## config.mk

```make
export PLATFORM = sky130hd
export DESIGN_NAME = event_unit_top
export DESIGN_NICKNAME = d
export VERILOG_FILES = /design/src/common/event_unit_pkg.sv /design/src/event_unit_core/event_unit_core.sv /design/src/hdl/event_unit_top.sv /design/src/hdl/sw_event_trigger.sv /design/src/hw_barrier/hw_barrier_unit.sv
export SDC_FILE = /design/constraint.sdc
export NUM_CORES = 1
export LEC_CHECK = 0
export BUFFER_PORTS_ARGS = -buffer_cell sky130_fd_sc_hd__buf_2
export CAP_MARGIN = 40
export CORE_MARGIN = 5
export CORE_UTILIZATION = 50
export DETAILED_ROUTE_END_ITERATION = 7
export GPL_TIMING_DRIVEN = 0
export HOLD_SLACK_MARGIN = 0.06
export PLACE_DENSITY_LB_ADDON = 0.08
export RECOVER_POWER = 25
export SYNTH_ARGS = -nofsm -noshare
export SYNTH_HDL_FRONTEND = slang
export SYNTH_SLANG_ARGS = --single-unit
```

## constraint.sdc

```tcl
create_clock -name clk_i -period 2.6 [get_ports clk_i]
set_input_delay 0.39 -clock clk_i [delete_from_list [all_inputs] [get_ports clk_i]]
set_output_delay 0.39 -clock clk_i [all_outputs]
set_load 0.02 [all_outputs]
```

## src/common/event_unit_pkg.sv

```systemverilog
// shared constants, types and command/status structs of the cluster event unit
// every design file imports this package in its module header
package event_unit_pkg;

  // cluster size and event counts
  localparam int NB_CORES   = 4;
  localparam int NB_SW_EVT  = 4;
  localparam int NB_EXT_EVT = 3;
  localparam int EVT_W      = 8;

  // bit map of a per-core event vector
  // software events sit at the bottom, then the barrier, then the external lines
  localparam int EVT_SW_LSB   = 0;
  localparam int EVT_BARR_BIT = 4;
  localparam int EVT_EXT_LSB  = 5;

  localparam int SW_ID_W  = 2;
  localparam int IRQ_ID_W = 3;

  typedef logic [NB_CORES-1:0]   core_mask_t;
  typedef logic [EVT_W-1:0]      evt_vec_t;
  typedef logic [SW_ID_W-1:0]    sw_evt_id_t;
  typedef logic [NB_EXT_EVT-1:0] ext_evt_t;
  typedef logic [IRQ_ID_W-1:0]   irq_id_t;

  // commands issued by one core in a single cycle
  // mask_data is shared by both mask writes and by the buffer clear
  typedef struct packed {
    logic       sw_trig;
    sw_evt_id_t sw_id;
    core_mask_t sw_target;
    logic       barr_arrive;
    logic       wait_mask_we;
    logic       irq_mask_we;
    evt_vec_t   mask_data;
    logic       buf_clr;
    logic       wait_req;
  } core_cmd_t;

  // what one core observes from the event unit
  typedef struct packed {
    logic     clock_en;
    logic     irq_req;
    irq_id_t  irq_id;
    evt_vec_t evt_buffer;
  } core_status_t;

  // sleep state of a core
  typedef enum logic {
    CORE_RUN   = 1'b0,
    CORE_SLEEP = 1'b1
  } core_state_e;

endpackage

```

## src/event_unit_core/event_unit_core.sv

```systemverilog
// per-core event block: event buffer, wait and irq masks, sleep FSM
// drives the core clock enable and the interrupt request with the lowest pending id
`timescale 1ns/1ps

module event_unit_core
  import event_unit_pkg::*;
(
  input  logic         clk_i,
  input  logic         rst_n_i,
  input  core_cmd_t    cmd_i,
  input  evt_vec_t     events_i,
  input  logic         irq_ack_i,
  output core_status_t status_o
);

  evt_vec_t    evt_buf_q;
  evt_vec_t    evt_buf_nxt;
  evt_vec_t    wait_mask_q;
  evt_vec_t    irq_mask_q;
  core_state_e state_q;
  core_state_e state_nxt;

  evt_vec_t clr_bits;
  evt_vec_t ack_bits;
  evt_vec_t irq_pending;
  logic     wait_hit;
  logic     irq_req;
  irq_id_t  irq_id;

  // masks are written by the core through the shared mask_data field
  always_ff @(posedge clk_i) begin
    if (!rst_n_i) begin
      wait_mask_q <= '0;
      irq_mask_q  <= '0;
    end else begin
      if (cmd_i.wait_mask_we) begin
        wait_mask_q <= cmd_i.mask_data;
      end
      if (cmd_i.irq_mask_we) begin
        irq_mask_q <= cmd_i.mask_data;
      end
    end
  end

  // bits removed from the buffer at the next edge
  assign clr_bits = cmd_i.buf_clr ? cmd_i.mask_data : '0;

  always_comb begin
    ack_bits = '0;
    if (irq_ack_i && irq_req) begin
      ack_bits[irq_id] = 1'b1;
    end
  end

  // an event arriving on the clearing edge is ORed in last, so it survives
  assign evt_buf_nxt = (evt_buf_q & ~clr_bits & ~ack_bits) | events_i;

  always_ff @(posedge clk_i) begin
    if (!rst_n_i) begin
      evt_buf_q <= '0;
    end else begin
      evt_buf_q <= evt_buf_nxt;
    end
  end

  // a waited event is already in the buffer
  assign wait_hit = (evt_buf_q & wait_mask_q) != '0;

  always_comb begin
    state_nxt = state_q;
    case (state_q)
      CORE_RUN: begin
        // a wait with a matching event pending returns at once
        if (cmd_i.wait_req && !wait_hit) begin
          state_nxt = CORE_SLEEP;
        end
      end
      CORE_SLEEP: begin
        if (wait_hit) begin
          state_nxt = CORE_RUN;
        end
      end
      default: begin
        state_nxt = CORE_RUN;
      end
    endcase
  end

  always_ff @(posedge clk_i) begin
    if (!rst_n_i) begin
      state_q <= CORE_RUN;
    end else begin
      state_q <= state_nxt;
    end
  end

  assign irq_pending = evt_buf_q & irq_mask_q;
  assign irq_req     = irq_pending != '0;

  // priority encoder, the lowest pending bit wins
  always_comb begin
    irq_id = '0;
    for (int i = EVT_W - 1; i >= 0; i--) begin
      if (irq_pending[i]) begin
        irq_id = irq_id_t'(i);
      end
    end
  end

  assign status_o.clock_en   = (state_q == CORE_RUN);
  assign status_o.irq_req    = irq_req;
  assign status_o.irq_id     = irq_id;
  assign status_o.evt_buffer = evt_buf_q;

endmodule

```

## src/hdl/event_unit_top.sv

```systemverilog
// cluster event unit for four cores: software triggers, one barrier, external lines
// core commands come in as plain structs, status goes out per core
`timescale 1ns/1ps

module event_unit_top
  import event_unit_pkg::*;
(
  input  logic                        clk_i,
  input  logic                        rst_n_i,
  input  core_cmd_t    [NB_CORES-1:0] core_cmd_i,
  input  ext_evt_t     [NB_CORES-1:0] ext_evt_i,
  input  core_mask_t                  irq_ack_i,
  input  logic                        barr_cfg_we_i,
  input  core_mask_t                  barr_cfg_mask_i,
  output core_status_t [NB_CORES-1:0] core_status_o
);

  logic [NB_CORES-1:0][NB_SW_EVT-1:0] sw_events;
  core_mask_t                         barr_arrive;
  core_mask_t                         barr_event;
  core_mask_t                         barr_arrived;
  evt_vec_t [NB_CORES-1:0]            core_events;

  sw_event_trigger u_sw_event_trigger (
    .clk_i       ( clk_i      ),
    .rst_n_i     ( rst_n_i    ),
    .core_cmd_i  ( core_cmd_i ),
    .sw_events_o ( sw_events  )
  );

  hw_barrier_unit u_hw_barrier_unit (
    .clk_i           ( clk_i           ),
    .rst_n_i         ( rst_n_i         ),
    .cfg_we_i        ( barr_cfg_we_i   ),
    .cfg_mask_i      ( barr_cfg_mask_i ),
    .arrive_i        ( barr_arrive     ),
    .barrier_event_o ( barr_event      ),
    .arrived_o       ( barr_arrived    )
  );

  for (genvar c = 0; c < NB_CORES; c++) begin : g_core
    // collect the arrival strobes into one mask for the barrier
    assign barr_arrive[c] = core_cmd_i[c].barr_arrive;

    // event vector of this core in the package bit map
    assign core_events[c][EVT_SW_LSB +: NB_SW_EVT]   = sw_events[c];
    assign core_events[c][EVT_BARR_BIT]              = barr_event[c];
    assign core_events[c][EVT_EXT_LSB +: NB_EXT_EVT] = ext_evt_i[c];

    event_unit_core u_event_unit_core (
      .clk_i     ( clk_i            ),
      .rst_n_i   ( rst_n_i          ),
      .cmd_i     ( core_cmd_i[c]    ),
      .events_i  ( core_events[c]   ),
      .irq_ack_i ( irq_ack_i[c]     ),
      .status_o  ( core_status_o[c] )
    );
  end

endmodule

```

## src/hdl/sw_event_trigger.sv

```systemverilog
// software event trigger: fans core trigger commands out to target cores
// produces one-cycle event pulses, one bit per software event id and core
`timescale 1ns/1ps

module sw_event_trigger
  import event_unit_pkg::*;
(
  input  logic                               clk_i,
  input  logic                               rst_n_i,
  input  core_cmd_t [NB_CORES-1:0]           core_cmd_i,
  output logic [NB_CORES-1:0][NB_SW_EVT-1:0] sw_events_o
);

  // one-hot decoded event id per source core, zero when the core does not trigger
  logic [NB_CORES-1:0][NB_SW_EVT-1:0] src_onehot;

  // events collected for every destination core in this cycle
  logic [NB_CORES-1:0][NB_SW_EVT-1:0] sw_events_d;
  logic [NB_CORES-1:0][NB_SW_EVT-1:0] sw_events_q;

  always_comb begin
    for (int src = 0; src < NB_CORES; src++) begin
      src_onehot[src] = '0;
      if (core_cmd_i[src].sw_trig) begin
        src_onehot[src][core_cmd_i[src].sw_id] = 1'b1;
      end
    end
  end

  // spread each source over its target mask
  // triggers from several cores hitting the same destination simply OR together
  always_comb begin
    sw_events_d = '0;
    for (int src = 0; src < NB_CORES; src++) begin
      for (int dst = 0; dst < NB_CORES; dst++) begin
        if (core_cmd_i[src].sw_target[dst]) begin
          sw_events_d[dst] = sw_events_d[dst] | src_onehot[src];
        end
      end
    end
  end

  // triggers are strobes, so the registered copy is a single cycle pulse
  always_ff @(posedge clk_i) begin
    if (!rst_n_i) begin
      sw_events_q <= '0;
    end else begin
      sw_events_q <= sw_events_d;
    end
  end

  assign sw_events_o = sw_events_q;

endmodule

```

## src/hw_barrier/hw_barrier_unit.sv

```systemverilog
// hardware barrier with a programmable participant mask
// pulses the barrier event on all participants once the last one has arrived
`timescale 1ns/1ps

module hw_barrier_unit
  import event_unit_pkg::*;
(
  input  logic       clk_i,
  input  logic       rst_n_i,
  input  logic       cfg_we_i,
  input  core_mask_t cfg_mask_i,
  input  core_mask_t arrive_i,
  output core_mask_t barrier_event_o,
  output core_mask_t arrived_o
);

  // programmed participants
  core_mask_t part_mask_q;

  // cores that already arrived in the current round
  core_mask_t status_q;

  core_mask_t event_q;

  core_mask_t arrive_masked;
  core_mask_t status_nxt;
  logic       complete;

  // arrivals from cores outside the participant set never count
  assign arrive_masked = arrive_i & part_mask_q;
  assign status_nxt    = status_q | arrive_masked;

  // an empty participant mask must never complete, otherwise the event
  // would fire on every cycle with nobody waiting for it
  assign complete = (part_mask_q != '0) && ((status_nxt & part_mask_q) == part_mask_q);

  always_ff @(posedge clk_i) begin
    if (!rst_n_i) begin
      part_mask_q <= '0;
    end else if (cfg_we_i) begin
      part_mask_q <= cfg_mask_i;
    end
  end

  // arrival status and the completion pulse
  always_ff @(posedge clk_i) begin
    if (!rst_n_i) begin
      status_q <= '0;
      event_q  <= '0;
    end else if (cfg_we_i) begin
      // reprogramming starts a fresh round
      status_q <= '0;
      event_q  <= '0;
    end else if (complete) begin
      status_q <= '0;
      event_q  <= part_mask_q;
    end else begin
      status_q <= status_nxt;
      event_q  <= '0;
    end
  end

  assign barrier_event_o = event_q;

  // only observed by the bound checks
  assign arrived_o = status_q;

endmodule

```

==> results.sh <==
export IMPL_critPathKind="flop to output pin"
export IMPL_finalMaxSlewViolations=0
export IMPL_coreArea_sq_um=10900
export IMPL_ys_flop_type="dfxtp_1"
export IMPL_syn_area_per_cell_sq_um=9.13
export IMPL_portBuffers=139
export IMPL_rsz0062_at_grt="false"
export IMPL_antenna_found_initial=0
export IMPL_required_ps=2210
export IMPL_path_max_fanout=5
export IMPL_r2r_setup_slack_ps=940
export IMPL_status="finished, final reports clean"
export IMPL_die_h_um=116
export IMPL_grt_max_degree=17
export IMPL_final_net_count=879
export IMPL_crit_path_end_kind="output pin"
export IMPL_dpl_hpwl_mm=12.5
export IMPL_pin_count=155
export IMPL_stdcell_count=929
export IMPL_cts_tree="done"
export IMPL_fillCellCount=992
export IMPL_cp_slowest_cell="dfxtp_1"
export IMPL_postRouteAntennaNets=0
export IMPL_multi_input_area_sq_um=2920
export IMPL_syn_instance_count=618
export IMPL_htreeDepth=4
export IMPL_setup_viol=0
export IMPL_hold_end="u_hw_barrier_unit.part_mask_q[0]$_SDFFE_PN0P_"
export IMPL_layout_drive_gt1_share=0.193
export IMPL_cts_made_buffers=17
export IMPL_cts_hold_buffers_added=0
export IMPL_wl_per_cell_um=17.9
export IMPL_cts_buffer_depth=2
export IMPL_cpPeakStageDelay_ps=360
export IMPL_final_period_utilization=0.848
export IMPL_tns_ps=0
export IMPL_crit_family="compound AO/OA/AOI/OAI gates"
export IMPL_overflow=0
export IMPL_min_path_cells=3
export IMPL_r2r_start="g_core[2].u_event_unit_core.evt_buf_q[1]$_SDFF_PN0_"
export IMPL_post_cts_setup_buffer_count=0
export IMPL_area_delta_synth_final_pct=25.6
export IMPL_diodes=0
export IMPL_path_buf_inv=2
export IMPL_grt_pass1_vias=5373
export IMPL_dp_cells=897
export IMPL_drt_iter0_markers=530
export IMPL_power_total_mw=5.24
export IMPL_ys_warn_count=0
export IMPL_start_util=0.516
export IMPL_worst_r2r_path_depth=4
export IMPL_async_reset_ff_frac=0
export IMPL_synth_edff_count=0
export IMPL_clock_sinks=128
export IMPL_final_cell_mix="dfxtp_1, nor2_1, buf_2, mux2i_1, clkbuf_1"
export IMPL_num_rows=38
export IMPL_p_leak_nw=3.08
export IMPL_die_area_sq_um=13500
export IMPL_ys_seq_area_frac=0.454
export IMPL_hp_start="barr_cfg_mask_i[0]"
export IMPL_fin_ws_ps=395
export IMPL_holdWs_ps=216
export IMPL_r2r_end="g_core[2].u_event_unit_core.evt_buf_q[6]$_SDFF_PN0_"
export IMPL_crit_chain="a22o_1 -> a21o_1 -> o221a_2 -> inv_1 -> buf_2"
export IMPL_syn_nets=721
export IMPL_skew_ps=6.48
export IMPL_post_cts_resized=0
export IMPL_ys_types=46
export IMPL_die_w_um=116
export IMPL_crit_path_start_kind="flop"
export IMPL_synth_seq_cells=128
export IMPL_grt_pass1_wl_mm=26.7
export IMPL_seqCellArea_sq_um=2560
export IMPL_final_common_cell="dfxtp_1"
export IMPL_routabilityCongestion=0.957
export IMPL_fmax_mhz=453
export IMPL_synthesis_area_sq_um=5640
export IMPL_via_count=5404
export IMPL_drv_cap=0
export IMPL_drt_pass1_iterations=7
export IMPL_root_buffer="clkbuf_16"
export IMPL_hold_viol=0
export IMPL_hold_path_class="primary input to flop"
export IMPL_tightest_slew_ps=794
export IMPL_peakVddDrop_mv=0.593
export IMPL_power_density_nw_per_um2=740
export IMPL_post_route_drc_count=0
export IMPL_clk_pin_slew_ps=60
export IMPL_max_slew_margin=0.471
export IMPL_wirelength_mm=16.6
export IMPL_dp_slack_ps=439
export IMPL_vias_per_cell=5.82
export IMPL_timing_final_crit_period_ps=2210
export IMPL_cp_arrival_ps=1820
export IMPL_clock_latency_ps=410
export IMPL_grt_total_usage=0.252
==> flip-flops by register name, summed over array words and instances (netlist names) <==
register                              flops
g_core.u_event_unit_core.evt_buf_q       32
g_core.u_event_unit_core.irq_mask_q      32
g_core.u_event_unit_core.wait_mask_q     32
u_sw_event_trigger.sw_events_o           16
g_core.u_event_unit_core.state_q          4
u_hw_barrier_unit.arrived_o               4
u_hw_barrier_unit.barrier_event_o         4
u_hw_barrier_unit.part_mask_q             4
==> worst max path at each step <==
stage | from | to | slack, ps | cells after the start
6_report | g_core[0].u_event_unit_core.evt_buf_q[2]$_SDFF_PN0_ | core_status_o[8] | 390 | 5
5_1_grt | g_core[2].u_event_unit_core.evt_buf_q[0]$_SDFF_PN0_ | core_status_o[34] | 320 | 4
4_1_cts | g_core[0].u_event_unit_core.evt_buf_q[2]$_SDFF_PN0_ | core_status_o[8] | 400 | 5
3_5_place_dp | rst_n_i | g_core[3].u_event_unit_core.wait_mask_q[7]$_SDFFE_PN0P_ | 440 | 5
3_3_place_gp | rst_n_i | u_hw_barrier_unit.part_mask_q[3]$_SDFFE_PN0P_ | 410 | 5
2_1_floorplan | g_core[0].u_event_unit_core.evt_buf_q[5]$_SDFF_PN0_ | core_status_o[9] | 870 | 3
==> per-stage QoR <==
stage	utilization	instance area [sq um]
2_1_floorplan	-	5640
3_3_place_gp	0.595	6510
3_5_place_dp	0.595	6510
4_1_cts	0.652	7130
5_1_grt	0.648	7080
6_report	0.648	7080
==> area by class of cell <==
class,count,area share
clock buffer,21,0.0678
sequential,128,0.362
inverter,6,0.00318
buffer,32,0.0191
tap,140,0.0247
clock inverter,11,0.0191
multi-input combinational,452,0.412
timing repair buffer,139,0.0924
==> worst min-delay path: stages <==
cell and delay [ps]:
buf_2 70, mux2i_1 50, nor2_1 70
==> synthesized netlist by cell type, types with 4 or more instances <==
library cell	n	area share
nand2_1	57	0.038
a21o_1	6	0.0080
clkbuf_1	24	0.016
nor3b_1	7	0.0093
mux2i_1	68	0.12
nand4_1	8	0.0089
a32o_1	6	0.011
a21boi_0	10	0.013
and2_1	4	0.0044
a32oi_1	13	0.020
a211oi_1	15	0.020
a21oi_1	35	0.031
a22o_1	13	0.020
o311a_1	6	0.011
nor2_1	106	0.071
and3_1	4	0.0044
inv_1	6	0.0040
buf_4	4	0.0053
nand3_1	9	0.0080
a22oi_1	35	0.047
dfxtp_1	128	0.45
a31oi_1	8	0.0089
==> where the power goes <==
group | switching (mW) | internal, mW
registers | 0.104 | 2.08
logic | 0.380 | 0.256
clock network | 0.826 | 1.60
total | 1.31 | 3.93
==> per-layer routing <==
layer | part of all wire | wire, um | global-route usage
met1 | 0.46 | 7580 | 0.341
met2 | 0.45 | 7530 | 0.403
met3 | 0.083 | 1390 | 0.0668
met4 | 0.0086 | 143 | 0.0650
met5 | 0 | 0 | 0
==> logic make-up (layout without fill, tap and decap cells) <==
kind of cell    Yosys count  count (layout)  share of synthesized area
simple gates            214             214                      0.170
compound gates          170             170                      0.227
flops                   128             128                      0.454
mux                      68              68                      0.121
buf+inv                  38             209                     0.0282
Power figures use the tool's default switching activity.
